$ cat config.mk
export PLATFORM = sky130hd
export DESIGN_NAME = fsqrtTop
export DESIGN_NICKNAME = d
export VERILOG_FILES = /design/src/hw/fpuPkg.sv /design/src/hw/fpUnpack.sv /design/src/hw/fpRound.sv /design/src/hw/fsqrtCore.sv /design/src/hw/fpCsr.sv /design/src/hw/fsqrtTop.sv
export SDC_FILE = /design/constraint.sdc
export NUM_CORES = 1
export LEC_CHECK = 0
export ABC_CLOCK_PERIOD_IN_PS = 7630
export BUFFER_PORTS_ARGS = -buffer_cell sky130_fd_sc_hd__buf_2
export CAP_MARGIN = 20
export CORE_MARGIN = 10
export CORE_UTILIZATION = 46
export CTS_BUF_LIST = sky130_fd_sc_hd__clkbuf_4
export DETAILED_ROUTE_END_ITERATION = 12
export HOLD_SLACK_MARGIN = 0.08
export MAX_ROUTING_LAYER = met4
export PLACE_DENSITY_LB_ADDON = 0.08
export RECOVER_POWER = 100
export SYNTH_ARGS = -nofsm -noshare
export SYNTH_HDL_FRONTEND = slang
export SYNTH_SLANG_ARGS = --single-unit
$ cat constraint.sdc
create_clock -name clk_i -period 7.63 [get_ports clk_i]
set_input_delay 0.763 -clock clk_i [delete_from_list [all_inputs] [get_ports clk_i]]
set_output_delay 0.763 -clock clk_i [all_outputs]
set_load 0.1 [all_outputs]
$ cat src/hw/fpuPkg.sv
// Shared constants and types for the binary32 square-root unit
// Class vector is one-hot per operand, the sign is read from the operand
// Flag vector holds only NV and NX, no overflow or underflow bits
`default_nettype none

package fpuPkg;

        // Operand and field widths
        localparam int FpWidth    = 32;
        localparam int ExpWidth   = 10;
        localparam int SigWidth   = 24;
        localparam int SqrtCycles = 26;
        localparam int RootWidth  = 50;

        // Single-precision exponent bias
        localparam logic signed [ExpWidth-1:0] ExpBias = 127;

        // Operand class, one bit per category
        typedef logic [5:0] fpClassT;
        localparam int ClsZero = 0;
        localparam int ClsSub  = 1;
        localparam int ClsNorm = 2;
        localparam int ClsInf  = 3;
        localparam int ClsSnan = 4;
        localparam int ClsQnan = 5;

        // RISC-V frm encodings, codes 5 to 7 are reserved
        typedef enum logic [2:0] {
                RmRne = 3'd0,
                RmRtz = 3'd1,
                RmRdn = 3'd2,
                RmRup = 3'd3,
                RmRmm = 3'd4
        } roundModeT;

        localparam logic [FpWidth-1:0] QNan = 32'h7FC0_0000;

        // Positions in the two-bit flag vector
        localparam int FlagNv = 1;
        localparam int FlagNx = 0;

endpackage

`default_nettype wire

$ cat src/hw/fpUnpack.sv
// Combinational classify and unpack of one binary32 operand
// Subnormals come out normalised with the hidden bit set at sig_o[23]
// Exponent and significand are don't-care for zero, infinity and NaN
`timescale 1ns/1ps
`default_nettype none

module fpUnpack (
        input  wire  [fpuPkg::FpWidth-1:0]              operand_i,
        output fpuPkg::fpClassT                         class_o,
        output logic signed [fpuPkg::ExpWidth-1:0]      exp_o,
        output logic [fpuPkg::SigWidth-1:0]             sig_o
);
        import fpuPkg::*;

        logic [7:0]  expField;
        logic [22:0] fracField;
        logic        expAllZero;
        logic        expAllOnes;
        logic        fracZero;
        logic [4:0]  lz;

        assign expField   = operand_i[30:23];
        assign fracField  = operand_i[22:0];
        assign expAllZero = (expField == 8'h00);
        assign expAllOnes = (expField == 8'hFF);
        assign fracZero   = (fracField == 23'd0);

        // Leading zeros of the fraction
        // Scan upward so the highest set bit has the last word
        always_comb begin
                lz = 5'd0;
                for (int i = 0; i < 23; i++) begin
                        if (fracField[i]) begin
                                lz = 5'(22 - i);
                        end
                end
        end

        always_comb begin
                class_o          = '0;
                class_o[ClsZero] = expAllZero & fracZero;
                class_o[ClsSub]  = expAllZero & ~fracZero;
                class_o[ClsNorm] = ~expAllZero & ~expAllOnes;
                class_o[ClsInf]  = expAllOnes & fracZero;
                // Quiet bit is the fraction MSB
                class_o[ClsSnan] = expAllOnes & ~fracZero & ~fracField[22];
                class_o[ClsQnan] = expAllOnes & fracField[22];
        end

        always_comb begin
                if (expAllZero) begin
                        // Move leading one up to the hidden bit
                        sig_o = {1'b0, fracField} << (lz + 5'd1);
                        // Subnormal scale is 2^-126, minus the shift beyond one
                        exp_o = -ExpBias - $signed(ExpWidth'(lz));
                end else begin
                        sig_o = {1'b1, fracField};
                        exp_o = $signed(ExpWidth'(expField)) - ExpBias;
                end
        end

endmodule

`default_nettype wire

$ cat src/hw/fpRound.sv
// Rounds a wide positive root to a 24-bit significand
// Root MSB must already be the hidden bit, RootWidth at least 26
// Only positive values are handled, so RDN behaves like RTZ
`timescale 1ns/1ps
`default_nettype none

module fpRound #(
        parameter int RootWidth = fpuPkg::RootWidth
) (
        input  wire  [RootWidth-1:0]                    root_i,
        input  wire  signed [fpuPkg::ExpWidth-1:0]      exp_i,
        input  wire  fpuPkg::roundModeT                 rm_i,
        output logic [fpuPkg::SigWidth-1:0]             sig_o,
        output logic signed [fpuPkg::ExpWidth-1:0]      exp_o,
        output logic                                    inexact_o
);
        import fpuPkg::*;

        localparam logic signed [ExpWidth-1:0] ExpOne = 1;

        logic [SigWidth-1:0] sigTrunc;
        logic                guard;
        logic                sticky;
        logic                roundUp;
        logic [SigWidth:0]   sigSum;

        // Kept bits, then guard, then everything below folds into sticky
        assign sigTrunc = root_i[RootWidth-1 -: SigWidth];
        assign guard    = root_i[RootWidth-SigWidth-1];
        assign sticky   = |root_i[RootWidth-SigWidth-2:0];

        always_comb begin
                case (rm_i)
                        // Ties go to even lsb
                        RmRne:   roundUp = guard & (sticky | sigTrunc[0]);
                        // Ties away from zero
                        RmRmm:   roundUp = guard;
                        // Any nonzero tail rounds toward +inf
                        RmRup:   roundUp = guard | sticky;
                        RmRtz:   roundUp = 1'b0;
                        RmRdn:   roundUp = 1'b0;
                        default: roundUp = 1'b0;
                endcase
        end

        assign sigSum = {1'b0, sigTrunc} + (SigWidth+1)'(roundUp);

        // Carry out of all-ones significand
        always_comb begin
                if (sigSum[SigWidth]) begin
                        sig_o = sigSum[SigWidth:1];
                        exp_o = exp_i + ExpOne;
                end else begin
                        sig_o = sigSum[SigWidth-1:0];
                        exp_o = exp_i;
                end
        end

        assign inexact_o = guard | sticky;

endmodule

`default_nettype wire

$ cat src/hw/fsqrtCore.sv
// Iterative binary32 square root, one root bit per cycle
// Special operands finish one cycle after start, others 28 cycles after
// Start is accepted only when idle, later starts are dropped silently
// result_o and flags_o change only in the done cycle
`timescale 1ns/1ps
`default_nettype none

module fsqrtCore (
        input  wire                                     clk_i,
        input  wire                                     rst_i,
        input  wire                                     start_i,
        input  wire  [fpuPkg::FpWidth-1:0]              operand_i,
        input  wire  fpuPkg::fpClassT                   class_i,
        input  wire  signed [fpuPkg::ExpWidth-1:0]      exp_i,
        input  wire  [fpuPkg::SigWidth-1:0]             sig_i,
        input  wire  fpuPkg::roundModeT                 rm_i,
        output fpuPkg::roundModeT                       rmUsed_o,
        output logic [fpuPkg::RootWidth-1:0]            rootWide_o,
        output logic signed [fpuPkg::ExpWidth-1:0]      rootExp_o,
        input  wire  [fpuPkg::SigWidth-1:0]             sigRounded_i,
        input  wire  signed [fpuPkg::ExpWidth-1:0]      expRounded_i,
        input  wire                                     inexact_i,
        output logic                                    busy_o,
        output logic                                    done_o,
        output logic [fpuPkg::FpWidth-1:0]              result_o,
        output logic [1:0]                              flags_o
);
        import fpuPkg::*;

        localparam int CntWidth = $clog2(SqrtCycles);
        // Two radicand bits consumed per root bit
        localparam int RadWidth = 2 * SqrtCycles;
        localparam int RemWidth = SqrtCycles + 2;
        // Low remainder bits passed verbatim below the root
        localparam int LowWidth = RootWidth - SqrtCycles - 1;

        typedef enum logic [2:0] {StIdle, StSpecial, StIter, StLatch, StPack} stateT;

        stateT                      state;
        logic [CntWidth-1:0]        cnt;
        logic [RadWidth-1:0]        rad;
        logic [RemWidth-1:0]        rem;
        logic [SqrtCycles-1:0]      root;
        logic [FpWidth-1:0]         specResult;
        logic                       specNv;
        logic                       passThrough;
        logic                       invalidOp;
        logic                       accept;
        logic [RemWidth+1:0]        remShift;
        logic [RemWidth+1:0]        trial;
        logic [RemWidth+2:0]        diff;
        logic                       rootBit;
        logic [RemWidth-1:0]        remNext;
        logic signed [ExpWidth-1:0] packExp;
        logic [1:0]                 specFlagVec;
        logic [1:0]                 packFlagVec;

        assign accept = (state == StIdle) & start_i;
        assign busy_o = (state != StIdle);

        // Zero and qNaN keep the operand, +inf returns itself
        assign passThrough = class_i[ClsZero] | class_i[ClsQnan]
                           | (class_i[ClsInf] & ~operand_i[FpWidth-1]);
        // sNaN of either sign, or any negative nonzero non-NaN
        assign invalidOp = class_i[ClsSnan]
                         | (operand_i[FpWidth-1] & ~class_i[ClsZero] & ~class_i[ClsQnan]);

        // One restoring step, trial is 4*root + 1
        always_comb begin
                remShift = {rem, rad[RadWidth-1 -: 2]};
                trial    = {{(RemWidth-SqrtCycles){1'b0}}, root, 2'b01};
                diff     = {1'b0, remShift} - {1'b0, trial};
                rootBit  = ~diff[RemWidth+2];
                remNext  = rootBit ? diff[RemWidth-1:0] : remShift[RemWidth-1:0];
        end

        assign packExp = expRounded_i + ExpBias;

        always_comb begin
                specFlagVec         = '0;
                specFlagVec[FlagNv] = specNv;
                packFlagVec         = '0;
                packFlagVec[FlagNx] = inexact_i;
        end

        // Sequencer
        always_ff @(posedge clk_i) begin
                if (rst_i) begin
                        state  <= StIdle;
                        cnt    <= '0;
                        done_o <= 1'b0;
                end else begin
                        done_o <= 1'b0;
                        case (state)
                                StIdle: begin
                                        if (start_i) begin
                                                state <= (passThrough | invalidOp) ? StSpecial
                                                                                   : StIter;
                                                cnt   <= CntWidth'(SqrtCycles - 1);
                                        end
                                end
                                StSpecial: begin
                                        state  <= StIdle;
                                        done_o <= 1'b1;
                                end
                                StIter: begin
                                        // Last step runs with cnt at zero
                                        if (cnt == '0) begin
                                                state <= StLatch;
                                        end else begin
                                                cnt <= cnt - 1'b1;
                                        end
                                end
                                StLatch: state <= StPack;
                                StPack: begin
                                        state  <= StIdle;
                                        done_o <= 1'b1;
                                end
                                default: state <= StIdle;
                        endcase
                end
        end

        // Datapath
        always_ff @(posedge clk_i) begin
                if (accept) begin
                        rmUsed_o   <= rm_i;
                        // Floor halving, odd exponent folds into the radicand
                        rootExp_o  <= exp_i >>> 1;
                        rad        <= exp_i[0] ? {sig_i, {(RadWidth-SigWidth){1'b0}}}
                                               : {1'b0, sig_i, {(RadWidth-SigWidth-1){1'b0}}};
                        rem        <= '0;
                        root       <= '0;
                        specResult <= invalidOp ? QNan : operand_i;
                        specNv     <= invalidOp;
                end
                if (state == StIter) begin
                        rad  <= rad << 2;
                        rem  <= remNext;
                        root <= {root[SqrtCycles-2:0], rootBit};
                end
                // Root MSB is always set here, upper remainder bits only feed sticky
                if (state == StLatch) begin
                        rootWide_o <= {root, |rem[RemWidth-1:LowWidth], rem[LowWidth-1:0]};
                end
                if (state == StSpecial) begin
                        result_o <= specResult;
                        flags_o  <= specFlagVec;
                end
                if (state == StPack) begin
                        result_o <= {1'b0, packExp[7:0], sigRounded_i[SigWidth-2:0]};
                        flags_o  <= packFlagVec;
                end
        end

endmodule

`default_nettype wire

$ cat src/hw/fpCsr.sv
// Dynamic rounding mode and accrued exception flags
// Reserved frm codes are stored as RNE
// A write clears the flags and beats a same-cycle done
`timescale 1ns/1ps
`default_nettype none

module fpCsr (
        input  wire                             clk_i,
        input  wire                             rst_i,
        input  wire                             csrWe_i,
        input  wire  fpuPkg::roundModeT         csrFrm_i,
        input  wire                             done_i,
        input  wire  [1:0]                      flags_i,
        output fpuPkg::roundModeT               frm_o,
        output logic [1:0]                      fflags_o
);
        import fpuPkg::*;

        logic legalFrm;

        // Codes above RMM are reserved
        assign legalFrm = (csrFrm_i <= RmRmm);

        always_ff @(posedge clk_i) begin
                if (rst_i) begin
                        frm_o    <= RmRne;
                        fflags_o <= '0;
                end else if (csrWe_i) begin
                        frm_o    <= legalFrm ? csrFrm_i : RmRne;
                        fflags_o <= '0;
                end else if (done_i) begin
                        // Sticky accumulation per operation
                        fflags_o <= fflags_o | flags_i;
                end
        end

endmodule

`default_nettype wire

$ cat src/hw/fsqrtTop.sv
// Square-root unit top level, CSR block beside the core
// No back-pressure, caller waits for done_o before the next start
`timescale 1ns/1ps
`default_nettype none

module fsqrtTop (
        input  wire                             clk_i,
        input  wire                             rst_i,
        input  wire                             start_i,
        input  wire  [fpuPkg::FpWidth-1:0]      operand_i,
        input  wire                             csrWe_i,
        input  wire  fpuPkg::roundModeT         csrFrm_i,
        output logic                            busy_o,
        output logic                            done_o,
        output logic [fpuPkg::FpWidth-1:0]      result_o,
        output logic [1:0]                      flags_o,
        output logic [1:0]                      fflags_o,
        output fpuPkg::roundModeT               frm_o
);
        import fpuPkg::*;

        fpClassT                    opClass;
        logic signed [ExpWidth-1:0] opExp;
        logic [SigWidth-1:0]        opSig;
        roundModeT                  rmUsed;
        logic [RootWidth-1:0]       rootWide;
        logic signed [ExpWidth-1:0] rootExp;
        logic [SigWidth-1:0]        sigRounded;
        logic signed [ExpWidth-1:0] expRounded;
        logic                       inexact;

        fpCsr i_csr (
                .clk_i(clk_i), .rst_i(rst_i), .csrWe_i(csrWe_i), .csrFrm_i(csrFrm_i),
                .done_i(done_o), .flags_i(flags_o), .frm_o(frm_o), .fflags_o(fflags_o)
        );

        fpUnpack i_unpack (.operand_i(operand_i), .class_o(opClass), .exp_o(opExp), .sig_o(opSig));

        fsqrtCore i_core (
                .clk_i(clk_i), .rst_i(rst_i), .start_i(start_i), .operand_i(operand_i),
                .class_i(opClass), .exp_i(opExp), .sig_i(opSig), .rm_i(frm_o),
                .rmUsed_o(rmUsed), .rootWide_o(rootWide), .rootExp_o(rootExp),
                .sigRounded_i(sigRounded), .expRounded_i(expRounded), .inexact_i(inexact),
                .busy_o(busy_o), .done_o(done_o), .result_o(result_o), .flags_o(flags_o)
        );

        // Rounding uses the mode captured at start
        fpRound #(.RootWidth(RootWidth)) i_round (
                .root_i(rootWide), .exp_i(rootExp), .rm_i(rmUsed),
                .sig_o(sigRounded), .exp_o(expRounded), .inexact_o(inexact)
        );

endmodule

`default_nettype wire

* Word-level counts from Yosys, hierarchy flattened
Index checks and enable logic that the tools add are counted.
Storage, ports and cells: logic and storage cells 125, input bits 39, register bits 248, output and inout bits 41
Operators by class: muxes and demuxes 49, order comparisons 1, reductions and logical operators 15, $add $sub $neg 8, shift operators 1, bitwise logic cells 23, eq/ne operators 10
Operators with widths (count):
- $mux W52 | 3
- $mux W5 | 25
- $mux W28 | 3
- $mux W31 | 2
- $mux W26 | 2
- $sub A30 B28 Y31 | 1
- $add A24 B1 Y25 | 1
- $reduce_or A25 Y1 | 1
- $mux W24 | 1
- $shl A23 B5 Y24 | 1
- $logic_not A23 Y1 | 1
- $mux W23 | 1
- $and A1 B1 Y1 | 10
- $pmux W5 S2 | 1
- $eq A3 B2 Y1 const B | 3
- $mux W3 | 3
- $mux W9 | 1
- $pmux W3 S3 | 1
- $sub A8 B6 Y9 const A | 1
- $sub A8 B7 Y9 const B | 1
- $add A8 B2 Y8 const B | 1
- $add A8 B8 Y8 const B | 1
- $eq A8 B8 Y1 const B | 1
- $logic_not A8 Y1 | 1
- other kinds (22) | 40

* Depth between registers and ports, before layout
Gate-level depths: netlist (run 1).
word-level depth 29, mapped depth 19, depth with buffers taken out 18

* Hierarchy
From an unflattened synthesis (run 1), not the netlist that was laid out.
Second synthesis, totals: cell total of the unflattened synthesis 1328, area, all modules 13462.9 sq um
By module, submodules not included:
- fsqrtCore | seq. area each 6406.1 sq um, area an instance 9888.2 sq um, cells an instance 808, instances 1
- fpUnpack | seq. area each 0.0 sq um, area an instance 2454.9 sq um, cells an instance 355, instances 1
- fpRound | seq. area each 0.0 sq um, area an instance 939.7 sq um, cells an instance 147, instances 1
- fpCsr | seq. area each 100.1 sq um, area an instance 180.2 sq um, cells an instance 18, instances 1

* Worst setup path after synthesis (run 1)
Ideal clock, no wire load.
path kind input port to flip-flop, start in operand_i[0] (netlist bit), end reg i_core.rad[48], data pin, path slack 3026 ps, buffers on the path 3, setup time 265 ps, data required time 7365 ps, cell stages on the path 16, arrival time 4339 ps, cells stage by stage clkbuf_1 > nor3b_1 > o31ai_1 > a211oi_1 > o31ai_1 > a211oi_1 > o311ai_0 > inv_1 > ha_1 > inv_1 > clkbuf_1 > clkbuf_1 > mux4_2 > a211o_1 > a31oi_1 > o211ai_1
On the way: longest elaborated chain between the ends 29
RTL lines:
- start: declaration | RTL line fsqrtTop.sv:10 | input wire [fpuPkg::FpWidth-1:0] operand_i,
- $mux W5 (23 in series) | RTL line fpUnpack.sv:33 | if (fracField[i]) begin
- $add A5 B1 Y5 | RTL line fpUnpack.sv:53 | sig_o = {1'b0, fracField} << (lz + 5'd1);
- $shl A23 B5 Y24 (*) | RTL line fpUnpack.sv:53
- $mux W24 (*) | RTL line fpUnpack.sv:51 | if (expAllZero) begin
- $mux W52 (*) | RTL line fsqrtCore.sv:130 | rad <= exp_i[0] ? {sig_i, {(RadWidth-SigWidth){1'b0}}}
- $mux W52 (*) | RTL line fsqrtCore.sv:126 | if (accept) begin
- $mux W52 (*) | RTL line fsqrtCore.sv:137 | if (state == StIter) begin
- end signal: assignment | RTL line fsqrtCore.sv:130
- end signal: assignment | RTL line fsqrtCore.sv:138 | rad <= rad << 2;
- end: declaration | RTL line fsqrtCore.sv:41 | logic [RadWidth-1:0] rad;
Every way passes the cells marked *; elsewhere a longest branch is shown, timed or not. The select of a mux whose other input is x is not followed. A chain may end at the register's enable or synchronous reset.

* Final worst setup path (run 1)
start in operand_i[1] (netlist bit), end reg i_core.rad[46], data pin
On the way: longest elaborated chain between the ends 28, elaborated cells on any way between the ends 30, those cells by class add/sub: 2; shift: 1; mux: 27
RTL lines (RTL line):
- $mux W5 (22 in series) | fpUnpack.sv:33
- $add A5 B1 Y5 | fpUnpack.sv:53
- $shl A23 B5 Y24 | fpUnpack.sv:53
- $mux W24 | fpUnpack.sv:51
- $mux W52 (*) | fsqrtCore.sv:130
- $mux W52 (*) | fsqrtCore.sv:126
- $mux W52 (*) | fsqrtCore.sv:137
Marks and branches as above.

==> results of run 1 <==
power by group:
part / total, mW / leakage, nW / internal, mW / switching [mW]
registers: 1.53 / 2.09 / 1.46 / 0.0653
clock network: 1.03 / 0.458 / 0.536 / 0.495
logic: 0.903 / 2.67 / 0.281 / 0.622
kinds of logic after synthesis:
group / count (synthesis)
xor+xnor: 61
simple gates: 487
buf+inv: 151
compound gates: 383
fa+ha+maj: 38
flops: 221
mux: 22
flip-flops by register name, indices dropped and copies added (netlist names):
register and cells:
i_core.rootWide_o 50, i_core.result_o 32, i_core.specResult 32, i_core.rem 28, i_core.root 26, i_core.rad 25
i_core.rootExp_o 8, i_core.cnt 5, i_core.rmUsed_o 3, i_core.state 3, i_csr.frm_o 3, i_core.flags_o 2
i_csr.fflags_o 2, i_core.done_o 1, i_core.specNv 1
area by class of cell:
cell class	instances	area, um^2	share of cell area
antenna	1	2.50	0.000169
inverter	61	229	0.0155
tap	384	480	0.0325
clock inverter	20	90.1	0.00610
timing repair buffer	96	428	0.0290
clock buffer	89	668	0.0452
sequential	221	6480	0.438
multi-input combinational	991	6400	0.433
synthesized netlist by cell type, types with 6 or more instances:
| cell type | number |
|---|---|
| o22ai_1 | 8 |
| clkbuf_1 | 63 |
| a2111oi_0 | 7 |
| o21ai_1 | 12 |
| buf_2 | 13 |
| buf_1 | 6 |
| nand2b_1 | 12 |
| a31oi_1 | 19 |
| and3_1 | 15 |
| or3_1 | 8 |
| mux2i_1 | 11 |
| nand3_1 | 68 |
| xnor2_1 | 32 |
| nand2_1 | 109 |
| a311oi_1 | 7 |
| o211ai_1 | 35 |
| a211o_1 | 6 |
| o21ai_0 | 70 |
| nand4_1 | 12 |
| or2_2 | 14 |
| nor3_1 | 40 |
| nor2_1 | 118 |
| a21o_1 | 6 |
| a21oi_1 | 87 |
| nor3b_1 | 6 |
| edfxtp_1 | 205 |
| xor2_1 | 29 |
| ha_1 | 38 |
| nor4_1 | 21 |
| inv_1 | 60 |
| dfxtp_1 | 16 |
| nand3b_1 | 6 |
| a221oi_1 | 8 |
| mux4_2 | 6 |
| o31ai_1 | 17 |
| a211oi_1 | 28 |
| nor2b_1 | 21 |
| and2_1 | 8 |
placed cells by master, fill, tap and decap left out, types with 28 or more instances in the layout:
cell      instances
o211ai_1         35
nor3_1           40
o21ai_0          75
xor2_1           29
nand3_1          68
buf_2            36
nor2_1          116
inv_1            59
clkbuf_4         89
a211oi_1         28
a21oi_1          87
nand2_1         109
clkbuf_1         54
xnor2_1          32
ha_1             38
edfxtp_1        205
tightest hold or removal path: stages:
cell and delay (ns):
buf_2 0.11, nand3b_1 0.07, a21oi_1 0.06
per-stage QoR:
step	power, mW	hold WS (ns)	std cells
after detailed placement	2.45	0.434	1752
after global placement	2.45	0.433	1751
after global routing	3.66	0.305	1863
final	3.46	0.336	1863
after CTS	3.49	0.278	1861
after floorplan	2.21	0.426	1363
metal layers:
layer / part of all wire / vias to the layer above / track usage
met3: 0.071 / 105 / 0.0456
met5: 0 / - / -
met2: 0.45 / 417 / 0.347
met1: 0.45 / 5485 / 0.305
met4: 0.034 / 0 / 0.0880
li1: - / 5340 / -
worst paths after layout:
path | start | to | slack [ns] | cells after the start
min reg2reg | i_core.root[18] | i_core.rootWide_o[42] | 0.40 | 0
min | csrFrm_i[1] | i_csr.frm_o[1] | 0.34 | 3
max | operand_i[1] | i_core.rad[46] | 1.65 | 18
max reg2reg | i_core.state[2] | i_core.rad[49] | 2.41 | 4
==> summary.txt, run 1 <==
share of cells above drive strength 1 = 0.137
Peak VDD IR = 0.119 mV
fillers = 2803
Setup WS pre-CTS = 1.83 ns
IO Pins = 80
Antenna Nets Post-Route = 0
clock root cell = clkbuf_4
Netlist cell types = 92
post-route setup TNS = 0 ns
main combinational cell family by area after synthesis = compound AO/OA/AOI/OAI gates
cell count after synthesis = 1363
first-pass GRT wire length = 64800 um
Post-Synth XOR/XNOR Area = 0.0396
CP top delay family = compound AO/OA/AOI/OAI gates
grt ovf = 0
Syn-to-layout area delta = 9.39%
sequential share of the synthesized area = 0.479
die height = 191 um
Initial DRC Count = 956
total CTS buffers = 59
Synth Area in Compound Gates = 0.195
Clock transition at path regs = 0.06 ns
CTS resizes = 0
Routed WL = 41600 um
Worst setup EP type = register
WL/cell = 22.3 um
post-DP HPWL = 29800 um
Fin. Hold Viols = 0
Synth Area in Simple Gates = 0.182
setup bufs post-CTS = 0
htree depth = 2
Cell Pwr Density = 234 nW/um^2
cts hold-fix bufs = 0
mux cell area share after synthesis = 0.0223
CP arrival = 6.46 ns
max-cap violations = 6
DR vias = 11300
Die ar. = 36600 um^2
cell repeated most along the worst path = a211oi_1
#FFs+latches synth = 221
Max-slew headroom = -0.999
top cells by area, synth = edfxtp_1 (46%), ha_1 (3.5%), nor2_1 (3.3%)
Worst Path Buf+Inv = 3
ys flop type = edfxtp_1
CTS tree = done
design area = 14800 um^2
status = finished with violations
Syn Nets = 1440
final setup violation count = 0
crit path launch type = input port
Ys Warns = 0
Initial Util = 0.468
Final #Nets = 1507
Mapped Area = 13500 um^2
Leak = 5.22 nW
Die W = 191 um
DRC viols = 0
vias in the first global route = 11200
minimum clock period = 5.98 ns
later-pin clock latency in the skew report = 0.72 ns
skew final = 0.106 ns
iteration count of the initial detailed-routing pass = 8
placed inst area = 14100 um^2
fmax = 167 MHz
unrepaired setup endpoints after global routing = false
Synth area leader = edfxtp_1
slowest CP cell = o311ai_0
period utilization = 0.783
CP Max Fanout = 17
adder-cell area share of the yosys netlist = 0.0352
critical path cell sequence = clkbuf_1, nor3b_1, o31ai_1, a211oi_1, o31ai_1, a211oi_1, o311ai_0, inv_1, ha_1, clkbuf_1, mux2i_1, a211oi_1, o22ai_1, nor4_1, a21oi_1, a221oi_1, nor3_1, o41ai_1
clock tree sinks = 221
port bufs = 79
Total GRT Usage = 0.232
max incr delay on CP = 0.75 ns
Worst EP required = 8.11 ns
vias per std cell = 6.09
post-synthesis area per instance = 9.91 um^2
final core occ = 0.512
initial antenna violation count = 1
num rows = 62
Post-synth EDFFs = 205
largest net degree at the start of global routing = 80
core area = 28900 um^2
Synth top area share = 0.456
GP Congestion = 0.968
HP Class = in -> reg
Async SR Flop Fraction = 0
Worst Max-Slew Pin Slew = 3.00 ns
Max Slew Vio Count = 278
Max Buffers Root-to-Sink = 3
Crit Path Class = in -> reg
failing checks = capacitance limit, slew limit
Final WS setup = 1.65 ns
Note: power is estimated with default switching activity, not from simulation.
==> run 2, diff against run 1 <==
--- a/config.mk
+++ b/config.mk
@@ -5,7 +5,8 @@
 export SDC_FILE = /design/constraint.sdc
 export NUM_CORES = 1
 export LEC_CHECK = 0
-export ABC_CLOCK_PERIOD_IN_PS = 7630
+export ABC_AREA = 1
+export ABC_CLOCK_PERIOD_IN_PS = 5500
 export BUFFER_PORTS_ARGS = -buffer_cell sky130_fd_sc_hd__buf_2
 export CAP_MARGIN = 20
 export CORE_MARGIN = 10
==> constraint.sdc (replaced) <==
create_clock -name clk_i -period 5.5 [get_ports clk_i]
set_input_delay 0.55 -clock clk_i [delete_from_list [all_inputs] [get_ports clk_i]]
set_output_delay 0.55 -clock clk_i [all_outputs]
set_load 0.1 [all_outputs]
==> run 2 against run 1 <==
Compared with the run above: the run still ends with capacitance limit, slew limit left; global-route usage is 2.2 points lower; combinational power rose to 3.4 times the previous value; largest cell class unchanged; register-to-register slack got worse by 1.4 ns.
==> summary.txt, run 2 <==
status = finished with violations
failing checks = capacitance limit, slew limit
num rows = 60
Clock transition at path regs = 0.06 ns
cell count after synthesis = 1442
vias in the first global route = 10000
Final WS setup = 0.974 ns
largest net degree at the start of global routing = 55
period utilization = 0.823
minimum clock period = 4.53 ns
DRC viols = 0
most frequent cells in the layout = nand2_1 (338), edfxtp_1 (205), nand3_1 (163)
Fin. Hold Viols = 0
Initial DRC Count = 872
Die ar. = 34300 um^2
Worst setup EP type = register
WL/cell = 18.1 um
commonest non-fill, non-tap cell in the layout = nand2_1
unrepaired setup endpoints after global routing = false
clock root cell = clkbuf_4
core area = 27000 um^2
Antenna Nets Post-Route = 0
Mapped Area = 12600 um^2
final setup violation count = 0
Netlist cell types = 50
Critical path destination = i_core.rad[43]
CP arrival = 4.89 ns
GP Congestion = 0.958
vias per std cell = 5.37
Total GRT Usage = 0.210
r2r startpoint = i_core.root[0]
post-DP HPWL = 25500 um
slowest CP cell = nand2_1
IO Pins = 80
initial antenna violation count = 2
Setup crit start = operand_i[3]
CP Max Fanout = 27
share of cells above drive strength 1 = 0.102
Max Buffers Root-to-Sink = 3
#FFs+latches synth = 221
post-route setup TNS = 0 ns
ys flop type = edfxtp_1
iteration count of the initial detailed-routing pass = 5
max incr delay on CP = 0.62 ns
Syn Nets = 1519
Largest register FFs = 50
Reg2Reg Setup Slack = 1.00 ns
HP Class = in -> reg
top post-synthesis cells by count = nand2_1 (334), edfxtp_1 (205), nand3_1 (163)
Top reg by flops = i_core.rootWide_o
sequential share of the synthesized area = 0.515
Final #Nets = 1632
Routed WL = 35100 um
Synth top area share = 0.490
Ys Warns = 0
depth of the worst register-to-register path = 21
Crit Path Class = in -> reg
crit path launch type = input port
later-pin clock latency in the skew report = 0.71 ns
Peak VDD IR = 0.408 mV
DR vias = 10500
Initial Util = 0.466
grt ovf = 0
Worst Max-Slew Pin Slew = 2.77 ns
Cell Pwr Density = 523 nW/um^2
htree depth = 2
Reg2Reg Capture Point = i_core.rem[27]
skew final = 0.0988 ns
Async SR Flop Fraction = 0
first-pass GRT wire length = 55500 um
die height = 185 um
setup bufs post-CTS = 0
port bufs = 79
top flop regs = i_core.rootWide_o x50, i_core.result_o x32, i_core.specResult x32
CTS tree = done
Worst EP required = 5.86 ns
clock tree sinks = 221
max-cap violations = 4
Synth area leader = edfxtp_1
cell repeated most along the worst path = nand2_1
post-synthesis area per instance = 8.72 um^2
Max-slew headroom = -0.848
top cells by area, synth = edfxtp_1 (49%), nand2_1 (10%), nand3_1 (6.5%)
most common cell in the synthesized netlist = nand2_1
Setup WS pre-CTS = 1.05 ns
Leak = 5.88 nW
total CTS buffers = 58
Die W = 185 um
Max Slew Vio Count = 205
Syn-to-layout area delta = 10.9%
fmax = 221 MHz
Post-synth EDFFs = 205
-- run 2: final cells by class --
class / instances / area (um^2)
clock inverter: 26 / 118
clock buffer: 82 / 616
timing repair buffer: 100 / 463
tap: 341 / 427
sequential: 221 / 6480
multi-input combinational: 1010 / 5220
inverter: 164 / 621
fill: 2657 / 13000
antenna: 2 / 5.00
-- run 2: worst min path at each step --
stage,startpoint,end,slack [ns],cells past startpoint
floorplan,i_core.root[0],i_core.rootWide_o[24],0.43,0
global route,csrFrm_i[2],i_csr.frm_o[0],0.14,4
finish,csrFrm_i[1],i_csr.frm_o[1],0.16,3
detailed placement,i_core.root[20],i_core.rootWide_o[44],0.44,0
global placement,i_core.root[21],i_core.rootWide_o[45],0.44,0
CTS,csrFrm_i[1],i_csr.frm_o[1],0.1,3
-- run 2: critical path, delay by kind of cell --
kind	cells	cell delay, ns
adder cells (fa/ha/maj)	1	0.56
AO/OA/AOI/OAI	1	0.12
buffers and inverters	5	1.10
AND/OR/NAND/NOR	26	2.55
-- run 2: kinds of logic after synthesis --
group	count (synthesis)	share of synthesized area
and+or+nand+nor	700	0.242
DFF	221	0.515
AOI/OAI and AO/OA	216	0.0965
buffers and inverters	211	0.0692
xor gates and xnor gates	55	0.0383
adders and majority gates	38	0.0378
muxes	1	0.000796
-- run 2: repair_timing --
item | in CTS | in global routing
gates resized for setup | 0 | 0
endpoints found under the hold margin | 1 | 0
endpoints found under the setup margin | 0 | 0
hold buffers | 2 | 0
-- run 2: where the power goes --
part           switching (mW)  leakage [nW]  internal, mW
clock                   0.684         0.432         0.696
sequential              0.245          2.10          2.55
combinational            2.23          3.35         0.883
-- run 2: metal layers --
layer	GRT usage	vias up	share of wire
met1	0.286	4884	0.48
met2	0.319	292	0.45
met5	-	-	0
met4	0.0533	0	0.016
met3	0.0353	55	0.055
li1	-	5223	-
-- run 2: stage by stage --
step	power, mW	cell area, um^2	utilization	cells	hold slack [ns]
floorplan	5.19	12600	-	1442	0.426
detailed placement	5.95	13300	0.494	1833	0.435
global route	7.86	13900	0.517	1946	0.139
CTS	7.36	14100	0.522	1943	0.0969
finish	7.29	13900	0.517	1946	0.162
global placement	5.94	13300	0.494	1833	0.437
